==> src/audio_lab_pkg.sv <==
// Sizes are fixed for one board clock with an INMP441-style mic and a 16-bit I2S codec
package audio_lab_pkg;

    //------------------------------------------------
    // Widths

    localparam int mic_w   = 24;  // Microphone word
    localparam int snd_w   = 16;  // Codec sample
    localparam int w_key   = 4;
    localparam int w_led   = 4;
    localparam int w_digit = 4;

    //------------------------------------------------
    // Clock ratios

    localparam int bclk_div     = 16;  // clk cycles per bit clock
    localparam int mclk_div     = 4;   // clk cycles per master clock
    localparam int slot_bits    = 32;  // Bit clocks per channel slot
    localparam int frame_cycles = 2 * slot_bits * bclk_div;
    localparam int frame_cnt_w  = $clog2(frame_cycles);
    localparam int slot_cnt_w   = $clog2(slot_bits);

    //------------------------------------------------
    // Gain and output range

    localparam int gain_w     = 4;
    localparam int gain_max   = 8;  // No shift at top gain
    localparam int gain_reset = 4;
    localparam int snd_max    = 2 ** (snd_w - 1) - 1;
    localparam int snd_min    = -(2 ** (snd_w - 1));

    //------------------------------------------------
    // Level bar and display

    localparam int level_base = 12;         // LED 0 threshold is 2**12
    localparam int level_w    = w_led - 1;  // Top LED is the clip flag
    localparam int scan_div   = 256;        // clk cycles per digit
    localparam int scan_cnt_w = $clog2(scan_div * w_digit);

    typedef enum logic {show_peak, show_sample} disp_mode_e;

    // Value is the key index that issues the command
    typedef enum logic [1:0] {gain_up, gain_down, mute_toggle, peak_clear} key_cmd_e;

    typedef struct packed {
        logic mclk;
        logic bclk;
        logic lrclk;        // Low for the left slot
        logic bit_rise;     // bclk has just gone high
        logic bit_fall;     // bclk has just gone low
        logic frame_start;  // Fall that opens the left slot
    } i2s_clk_t;

    typedef struct packed {
        logic [gain_w-1:0] gain;
        logic              mute;
        logic              peak_clear;  // One cycle pulse
        disp_mode_e        disp_mode;
    } audio_ctrl_t;

    typedef struct packed {
        logic signed [snd_w-1:0] sample;
        logic [snd_w-1:0]        peak;   // Absolute value
        logic [level_w-1:0]      level;  // Thermometer code
        logic                    clip;
    } audio_stat_t;

endpackage
==> src/audio_lab_top.sv <==
// Outputs are active high; the mic shares bclk and lrclk with the codec, left slot only
module audio_lab_top
    import audio_lab_pkg::*;
(
    input  logic               clk,
    input  logic               rst_n,
    input  logic [w_key-1:0]   key,
    input  logic               sw,
    input  logic               mic_sd,
    output logic               mic_sck,
    output logic               mic_ws,
    output logic               mclk,
    output logic               bclk,
    output logic               lrclk,
    output logic               sdata,
    output logic [w_led-1:0]   led,
    output logic [7:0]         abcdefgh,
    output logic [w_digit-1:0] digit
);

    i2s_clk_t                clks;
    logic signed [mic_w-1:0] mic_sample;
    logic                    mic_valid;
    audio_ctrl_t             ctrl;
    audio_stat_t             stat;
    logic [snd_w-1:0]        disp_value;

    //------------------------------------------------
    // Audio path

    i2s_clock_gen i2s_clock_gen_inst (
        .clk   ( clk   ),
        .rst_n ( rst_n ),
        .clks  ( clks  )
    );

    i2s_mic_receiver i2s_mic_receiver_inst (
        .clk          ( clk        ),
        .rst_n        ( rst_n      ),
        .clks         ( clks       ),
        .sd           ( mic_sd     ),
        .sample       ( mic_sample ),
        .sample_valid ( mic_valid  )
    );

    audio_control_regs audio_control_regs_inst (
        .clk   ( clk   ),
        .rst_n ( rst_n ),
        .key   ( key   ),
        .sw    ( sw    ),
        .ctrl  ( ctrl  )
    );

    audio_processor audio_processor_inst (
        .clk          ( clk        ),
        .rst_n        ( rst_n      ),
        .sample       ( mic_sample ),
        .sample_valid ( mic_valid  ),
        .ctrl         ( ctrl       ),
        .stat         ( stat       )
    );

    i2s_audio_out i2s_audio_out_inst (
        .clk    ( clk         ),
        .rst_n  ( rst_n       ),
        .clks   ( clks        ),
        .sample ( stat.sample ),
        .sdata  ( sdata       )
    );

    //------------------------------------------------
    // Board outputs

    assign mic_sck = clks.bclk;
    assign mic_ws  = clks.lrclk;
    assign mclk    = clks.mclk;
    assign bclk    = clks.bclk;
    assign lrclk   = clks.lrclk;

    assign led        = {stat.clip, stat.level};  // Clip above the bar
    assign disp_value = (ctrl.disp_mode == show_sample) ? stat.sample : stat.peak;

    seven_seg_hex seven_seg_hex_inst (
        .clk      ( clk        ),
        .rst_n    ( rst_n      ),
        .value    ( disp_value ),
        .abcdefgh ( abcdefgh   ),
        .digit    ( digit      )
    );

endmodule

==> src/seven_seg_hex.sv <==
// Active-high segments and digits, a is the MSB, decimal point always off, digit 0 rightmost
module seven_seg_hex
    import audio_lab_pkg::*;
(
    input  logic               clk,
    input  logic               rst_n,
    input  logic [snd_w-1:0]   value,
    output logic [7:0]         abcdefgh,
    output logic [w_digit-1:0] digit
);

    logic [scan_cnt_w-1:0]  scan_cnt;
    logic [$clog2(w_digit)-1:0] sel;
    logic [3:0]             nibble;

    always_ff @(posedge clk) begin
        if (!rst_n)
            scan_cnt <= '0;
        else
            scan_cnt <= scan_cnt + 1'b1;
    end

    // Upper counter bits step once every scan_div cycles
    assign sel    = scan_cnt[scan_cnt_w-1 -: $clog2(w_digit)];
    assign digit  = w_digit'(1) << sel;
    assign nibble = value[sel * 4 +: 4];

    //------------------------------------------------
    // Hex to segments

    always_comb begin
        case (nibble)
            4'h0: abcdefgh = 8'b11111100;
            4'h1: abcdefgh = 8'b01100000;
            4'h2: abcdefgh = 8'b11011010;
            4'h3: abcdefgh = 8'b11110010;
            4'h4: abcdefgh = 8'b01100110;
            4'h5: abcdefgh = 8'b10110110;
            4'h6: abcdefgh = 8'b10111110;
            4'h7: abcdefgh = 8'b11100000;
            4'h8: abcdefgh = 8'b11111110;
            4'h9: abcdefgh = 8'b11100110;
            4'ha: abcdefgh = 8'b11101110;
            4'hb: abcdefgh = 8'b00111110;  // Lower case b
            4'hc: abcdefgh = 8'b10011100;
            4'hd: abcdefgh = 8'b01111010;  // Lower case d
            4'he: abcdefgh = 8'b10011110;
            default: abcdefgh = 8'b10001110;  // F
        endcase
    end

endmodule

==> src/i2s_audio_out.sv <==
// Same 16-bit sample on both channels, left-justified in 32-bit slots, standard one-bit delay
module i2s_audio_out
    import audio_lab_pkg::*;
(
    input  logic             clk,
    input  logic             rst_n,
    input  i2s_clk_t         clks,
    input  logic [snd_w-1:0] sample,
    output logic             sdata
);

    logic                  load_q;
    logic [snd_w-1:0]      hold;
    logic [snd_w-1:0]      shift_q;
    logic [slot_cnt_w-1:0] bit_cnt;
    logic [slot_cnt_w-1:0] bit_nxt;

    //------------------------------------------------
    // Frame latch

    // Processor updates its stat the cycle after frame_start
    always_ff @(posedge clk) begin
        if (!rst_n) begin
            load_q <= 1'b0;
            hold   <= '0;
        end else begin
            load_q <= clks.frame_start;
            if (load_q)
                hold <= sample;
        end
    end

    //------------------------------------------------
    // Slot serializer

    // Slot bit that begins at this bclk fall
    assign bit_nxt = clks.frame_start ? '0 : bit_cnt + 1'b1;

    always_ff @(posedge clk) begin
        if (!rst_n) begin
            bit_cnt <= '0;
            shift_q <= '0;
            sdata   <= 1'b0;
        end else if (clks.bit_fall) begin
            bit_cnt <= bit_nxt;  // Wraps at the lrclk edge
            if (bit_nxt == 1) begin
                sdata   <= hold[snd_w-1];
                shift_q <= hold << 1;
            end else begin
                // Empties after 16 bits, so the slot tail is zero
                sdata   <= shift_q[snd_w-1];
                shift_q <= shift_q << 1;
            end
        end
    end

endmodule

==> src/audio_processor.sv <==
// Gain is a right shift by gain_max - gain; a clear with a sample in the same cycle keeps that sample
module audio_processor
    import audio_lab_pkg::*;
(
    input  logic                    clk,
    input  logic                    rst_n,
    input  logic signed [mic_w-1:0] sample,
    input  logic                    sample_valid,
    input  audio_ctrl_t             ctrl,
    output audio_stat_t             stat
);

    logic [gain_w-1:0]       shamt;
    logic signed [mic_w-1:0] scaled;
    logic signed [snd_w-1:0] sat;
    logic                    sat_clip;
    logic signed [snd_w-1:0] out_smp;
    logic                    out_clip;
    logic [snd_w-1:0]        mag;
    logic [level_w-1:0]      level;
    logic [snd_w-1:0]        peak_base;
    logic [snd_w-1:0]        peak_next;

    //------------------------------------------------
    // Gain, saturation and mute

    always_comb begin
        shamt  = gain_w'(gain_max) - ctrl.gain;
        scaled = sample >>> shamt;  // Sign kept

        if (scaled > snd_max) begin
            sat      = snd_w'(snd_max);
            sat_clip = 1'b1;
        end else if (scaled < snd_min) begin
            sat      = snd_w'(snd_min);
            sat_clip = 1'b1;
        end else begin
            sat      = scaled[snd_w-1:0];
            sat_clip = 1'b0;
        end

        out_smp  = ctrl.mute ? '0 : sat;
        out_clip = sat_clip && !ctrl.mute;
    end

    //------------------------------------------------
    // Magnitude, level bar and peak

    always_comb begin
        // -32768 maps to 0x8000, still exact as unsigned
        mag = out_smp[snd_w-1] ? snd_w'(-out_smp) : snd_w'(out_smp);

        for (int k = 0; k < level_w; k++) begin
            level[k] = 32'(mag) >= (32'd1 << (level_base + k));
        end

        peak_base = ctrl.peak_clear ? '0 : stat.peak;
        peak_next = (mag > peak_base) ? mag : peak_base;
    end

    always_ff @(posedge clk) begin
        if (!rst_n) begin
            stat <= '0;
        end else if (sample_valid) begin
            stat.sample <= out_smp;
            stat.level  <= level;
            stat.clip   <= out_clip;
            stat.peak   <= peak_next;
        end else if (ctrl.peak_clear) begin
            stat.peak   <= '0;  // Next sample sets it again
        end
    end

endmodule

==> src/audio_control_regs.sv <==
// Keys are active-high levels and count once per press; no debounce beyond the synchronizer
module audio_control_regs
    import audio_lab_pkg::*;
(
    input  logic             clk,
    input  logic             rst_n,
    input  logic [w_key-1:0] key,
    input  logic             sw,
    output audio_ctrl_t      ctrl
);

    logic [w_key-1:0]  key_meta;
    logic [w_key-1:0]  key_sync;
    logic [w_key-1:0]  key_prev;
    logic [w_key-1:0]  key_rise;
    logic              sw_meta;
    logic              sw_sync;
    logic [gain_w-1:0] gain_q;
    logic              mute_q;
    logic              pclr_q;
    disp_mode_e        disp_q;

    //------------------------------------------------
    // Synchronizers and edge detect

    always_ff @(posedge clk) begin
        if (!rst_n) begin
            key_meta <= '0;
            key_sync <= '0;
            key_prev <= '0;
            sw_meta  <= 1'b0;
            sw_sync  <= 1'b0;
        end else begin
            key_meta <= key;
            key_sync <= key_meta;
            key_prev <= key_sync;
            sw_meta  <= sw;
            sw_sync  <= sw_meta;
        end
    end

    assign key_rise = key_sync & ~key_prev;

    //------------------------------------------------
    // Control registers

    always_ff @(posedge clk) begin
        if (!rst_n) begin
            gain_q <= gain_w'(gain_reset);
            mute_q <= 1'b0;
            pclr_q <= 1'b0;
            disp_q <= show_peak;
        end else begin
            if (key_rise[gain_up] && gain_q < gain_w'(gain_max))
                gain_q <= gain_q + 1'b1;
            else if (key_rise[gain_down] && gain_q != '0)
                gain_q <= gain_q - 1'b1;

            if (key_rise[mute_toggle])
                mute_q <= !mute_q;

            pclr_q <= key_rise[peak_clear];  // Single cycle
            disp_q <= sw_sync ? show_sample : show_peak;
        end
    end

    always_comb begin
        ctrl.gain       = gain_q;
        ctrl.mute       = mute_q;
        ctrl.peak_clear = pclr_q;
        ctrl.disp_mode  = disp_q;
    end

endmodule

==> src/i2s_mic_receiver.sv <==
// Left slot only, 24 bits from slot bit 1; the sample is valid only while sample_valid is high
module i2s_mic_receiver
    import audio_lab_pkg::*;
(
    input  logic                    clk,
    input  logic                    rst_n,
    input  i2s_clk_t                clks,
    input  logic                    sd,
    output logic signed [mic_w-1:0] sample,
    output logic                    sample_valid
);

    logic                  sd_meta;
    logic                  sd_sync;
    logic [slot_cnt_w-1:0] bit_cnt;
    logic [mic_w-1:0]      shift_q;
    logic                  in_word;

    // Pin is asynchronous to clk
    always_ff @(posedge clk) begin
        sd_meta <= sd;
        sd_sync <= sd_meta;
    end

    //------------------------------------------------
    // Bit position within the slot

    always_ff @(posedge clk) begin
        if (!rst_n) begin
            bit_cnt <= '0;
        end else if (clks.frame_start) begin
            bit_cnt <= '0;
        end else if (clks.bit_fall) begin
            bit_cnt <= bit_cnt + 1'b1;  // Wraps into the right slot
        end
    end

    // I2S data starts one bit after the word clock edge
    assign in_word = !clks.lrclk && bit_cnt >= 1 && bit_cnt <= mic_w;

    always_ff @(posedge clk) begin
        if (!rst_n) begin
            shift_q <= '0;
        end else if (clks.bit_rise && in_word) begin
            shift_q <= {shift_q[mic_w-2:0], sd_sync};  // MSB first
        end
    end

    // Word stays put until bit 1 of the next left slot
    assign sample       = shift_q;
    assign sample_valid = clks.frame_start;

endmodule

==> src/i2s_clock_gen.sv <==
// All I2S clocks come from one counter; the first frame after reset has no frame_start
module i2s_clock_gen
    import audio_lab_pkg::*;
(
    input  logic     clk,
    input  logic     rst_n,
    output i2s_clk_t clks
);

    logic [frame_cnt_w-1:0] cnt;
    logic                   bit_rise_q;
    logic                   bit_fall_q;
    logic                   frame_q;

    //------------------------------------------------
    // Counter and registered strobes

    always_ff @(posedge clk) begin
        if (!rst_n) begin
            cnt        <= '0;
            bit_rise_q <= 1'b0;
            bit_fall_q <= 1'b0;
            frame_q    <= 1'b0;
        end else begin
            cnt        <= cnt + 1'b1;
            // Strobes line up with the counter value after this edge
            bit_rise_q <= cnt[$clog2(bclk_div)-1:0] == bclk_div / 2 - 1;
            bit_fall_q <= cnt[$clog2(bclk_div)-1:0] == bclk_div - 1;
            frame_q    <= cnt == frame_cnt_w'(frame_cycles - 1);
        end
    end

    always_comb begin
        clks.mclk        = cnt[$clog2(mclk_div)-1];
        clks.bclk        = cnt[$clog2(bclk_div)-1];  // Low 8 cycles, then high 8
        clks.lrclk       = cnt[frame_cnt_w-1];       // Flips on a bclk fall
        clks.bit_rise    = bit_rise_q;
        clks.bit_fall    = bit_fall_q;
        clks.frame_start = frame_q;
    end

endmodule

==> config.mk <==
export PLATFORM = sky130hd
export DESIGN_NAME = audio_lab_top
export DESIGN_NICKNAME = d
export VERILOG_FILES = /design/src/audio_lab_pkg.sv /design/src/audio_lab_top.sv /design/src/seven_seg_hex.sv /design/src/i2s_audio_out.sv /design/src/audio_processor.sv /design/src/audio_control_regs.sv /design/src/i2s_mic_receiver.sv /design/src/i2s_clock_gen.sv
export SDC_FILE = /design/constraint.sdc
export NUM_CORES = 1
export LEC_CHECK = 0
export ABC_AREA = 1
export BUFFER_PORTS_ARGS = -buffer_cell sky130_fd_sc_hd__buf_2
export CORE_ASPECT_RATIO = 2
export CORE_MARGIN = 4
export CORE_UTILIZATION = 55
export DETAILED_ROUTE_END_ITERATION = 10
export PLACE_DENSITY_LB_ADDON = 0.1
export SYNTH_ARGS = -nofsm -noshare
export SYNTH_HDL_FRONTEND = slang
export SYNTH_SLANG_ARGS = --single-unit
==> constraint.sdc <==
create_clock -name clk -period 6.8 [get_ports clk]
set_input_delay 1.36 -clock clk [delete_from_list [all_inputs] [get_ports clk]]
set_output_delay 1.36 -clock clk [all_outputs]
set_load 0.1 [all_outputs]
==> flow_summary.toml <==
[global_routing]
globalRoute.totalOverflow = 0
grt_usage = 0.252
grt-busiest-layer = "met2"
grt_max_degree = 79
antenna_found_initial = 0
met1_usage = 0.249
grt_pass1_vias = 7199
grtUsageMet3 = 0.0391
met2_usage = 0.468
grt_first_pass_wirelength_um = 33400

[setup_path]
cpMaxStageDelayCell = "inv_1"
crit_path_end_kind = "flip-flop"
critPathArrivalTime_ns = 5.86
critPathLaunchType = "flip-flop"
cp_common_cell = "nand2_1"
r2r_cells = 31
path_class = "flip-flop to flip-flop"
worstPathRequired_ns = 7.16
crit_fanout = 26
slowest_delay_ns = 0.48

[power]
power_density_nw_per_um2 = 286
power.total_mw = 2.50
p_leak_nw = 3.81
ir_worst_vdd_mv = 0.229

[routing]
drc = 0
avgViaCountPerCell = 5.38
drt_iter0_markers = 304
firstDrtPassIters = 5
wl_per_cell_um = 14.7
antenna_left = 0
num_vias = 7408
routed_wl_um = 20300

[synth]
synth_seq_area_share = 0.372
synth_top_area_share = 0.372
synth_top_cells_by_count = "nand2_1 (273), dfxtp_1 (149), nor2_1 (142)"
synth_seq_cells = 149
synth_cell_types = 51
yosysWarnings = 0
synth.area.top_cells = "dfxtp_1 (37%), nand2_1 (13%), o21ai_0 (7.2%)"
synthArstFlopShare = 0
synthesis.nets = 1223
syn_area_per_cell_um2 = 6.80
synthCells = 1181
yosysTopAreaCell = "dfxtp_1"
synth-edff-count = 0
synth_flop_cell = "dfxtp_1"
yosysMostFrequentCell = "nand2_1"
netlist_area_um2 = 8030

[sta]
fmax_mhz = 182
hold_violations = 0
max-slew-margin-rel = 0.388
grt_setup_unrepaired = "false"
final-setup-viol-count = 0
setup_ws_ns = 1.30
slew_violations = 0
timing.setup.tns_ns = 0
tightest_slew_ns = 0.913
fin_worst_skew_ns = 0.0107
layout_min_cycle_time_ns = 5.50
finalCritPeriodShare = 0.809

[cts]
clk_path_buf_depth = 2
cts_buffers = 17
ctsHtreeMaxLevel = 4
clkSinkCount = 149
cts_setup_buffers = 0
cts_resized = 0
cts_tree = "yes"
clk-insertion-delay-late_ns = 0.43
clockRootBuffer = "clkbuf_16"
hold_buffers = 0
clk_pin_slew_ns = 0.07

[place]
port_buffers = 28
place_ws_ns = 1.33
dpl_cell_area_um2 = 8150
place_hpwl_um = 15200
place.gp.congestion = 0.907

[floorplanning]
initial_core_util = 0.559
pin_count = 30
die-area_um2 = 16700
rows = 62
die_w_um = 93.4
fp.dieH_um = 179
core-area_um2 = 14400

[hold_path]
hold_depth = 0
hold_path.class = "flip-flop to flip-flop"

[final_layout]
nNetsFinal = 1214
fin_area_um2 = 8750
drive_above_1_share = 0.0852
diodes = 0
area_growth_pct = 8.99

[status]
status = "finished, final reports clean"

[flow_run]
drv_cap = 0
==> power breakdown <==
| part | switching [mW] | leakage, nW | total [mW] | internal, mW |
|---|---|---|---|---|
| logic | 0.458 | 2.31 | 0.664 | 0.206 |
| registers | 0.00668 | 1.21 | 0.889 | 0.882 |
| clock network | 0.409 | 0.292 | 0.946 | 0.537 |
| total | 0.874 | 3.81 | 2.50 | 1.62 |
==> sequential cells by signal, indices dropped and copies added, names as in the netlist, 4 cells and up <==
register,count
i2s_mic_receiver_inst.sample,24
audio_control_regs_inst.key_prev,4
i2s_clock_gen_inst.cnt,10
i2s_audio_out_inst.shift_q,15
audio_control_regs_inst.gain_q,4
audio_control_regs_inst.key_sync,4
i2s_mic_receiver_inst.bit_cnt,5
i2s_audio_out_inst.bit_cnt,5
audio_processor_inst.stat,36
audio_control_regs_inst.key_meta,4
seven_seg_hex_inst.scan_cnt,10
i2s_audio_out_inst.hold,16
==> cell usage in the layout (no fill, tap or decap), types with 3 or more instances in the layout <==
cell       instances
a211oi_1           4
a21oi_1           89
a31oi_1           10
buf_2             28
buf_4              7
clkbuf_16         17
clkinv_1           3
clkinv_4           5
dfxtp_1          149
ha_1              33
inv_1            107
inv_2              6
inv_8              3
nand2_1          273
nand2_2           15
nand3_1           54
nand4_1            7
nor2_1           142
nor2_2             3
nor3_1            13
nor4_1             5
o211ai_1          14
o21a_1             5
o21ai_0          116
o21ai_1           16
o22ai_1           16
xnor2_1            4
xor2_1             6
==> final cells by class <==
type | instances | area, µm²
Clock buffer | 19 | 453
Clock inverter | 13 | 145
Fill cell | 1411 | 5600
Inverter | 117 | 442
Multi-Input combinational cell | 852 | 4290
Sequential cell | 149 | 2980
Tap cell | 192 | 240
Timing Repair Buffer | 35 | 193
==> cell families after synthesis <==
logic type               after synthesis  share of synthesized area
AND/OR/NAND/NOR                      524                      0.273
XOR/XNOR                              11                     0.0143
adder cells (fa/ha/maj)               34                     0.0539
other                                  1                   0.000467
multiplexers                           2                    0.00249
AO/OA/AOI/OAI                        280                      0.191
flip-flops                           149                      0.372
buffers and inverters                180                     0.0935
==> per-layer routing <==
| layer | up-vias | share of wire |
|---|---|---|
| met2 | 146 | 0.53 |
| met3 | 69 | 0.026 |
| met5 | - | 0 |
| met1 | 3339 | 0.38 |
| met4 | 0 | 0.063 |
| li1 | 3854 | - |
==> path summary, 6_finish.rpt <==
kind                            slack (ns)                                      startpoint                                 endpoint
worst max-delay path                  1.30  audio_control_regs_inst.gain_q[0]$_SDFFE_PN0P_  audio_processor_inst.stat[4]$_SDFF_PN0_
worst min-delay path                  0.34           i2s_mic_receiver_inst.sd_meta$_DFF_P_    i2s_mic_receiver_inst.sd_sync$_DFF_P_
worst max register to register        1.30  audio_control_regs_inst.gain_q[0]$_SDFFE_PN0P_  audio_processor_inst.stat[4]$_SDFF_PN0_
worst min register to register        0.34           i2s_mic_receiver_inst.sd_meta$_DFF_P_    i2s_mic_receiver_inst.sd_sync$_DFF_P_
==> metrics by stage <==
| stage | util | hold WS [ns] | cells |
|---|---|---|---|
| floorplan | - | 0.310 | 1181 |
| global placement | 0.568 | 0.319 | 1345 |
| detailed placement | 0.568 | 0.315 | 1345 |
| CTS | 0.610 | 0.341 | 1377 |
| global route | 0.610 | 0.358 | 1377 |
| finish | 0.610 | 0.339 | 1377 |
==> critical path, delay by kind of cell (launching register included) <==
kind                       cells  cell delay, ns
DFF                            1            0.38
buffers and inverters          4            1.05
adders and majority gates      3            0.83
AOI/OAI and AO/OA              3            0.31
and+or+nand+nor               21            2.90
No activity file was read; power rests on OpenSTA's default activity.
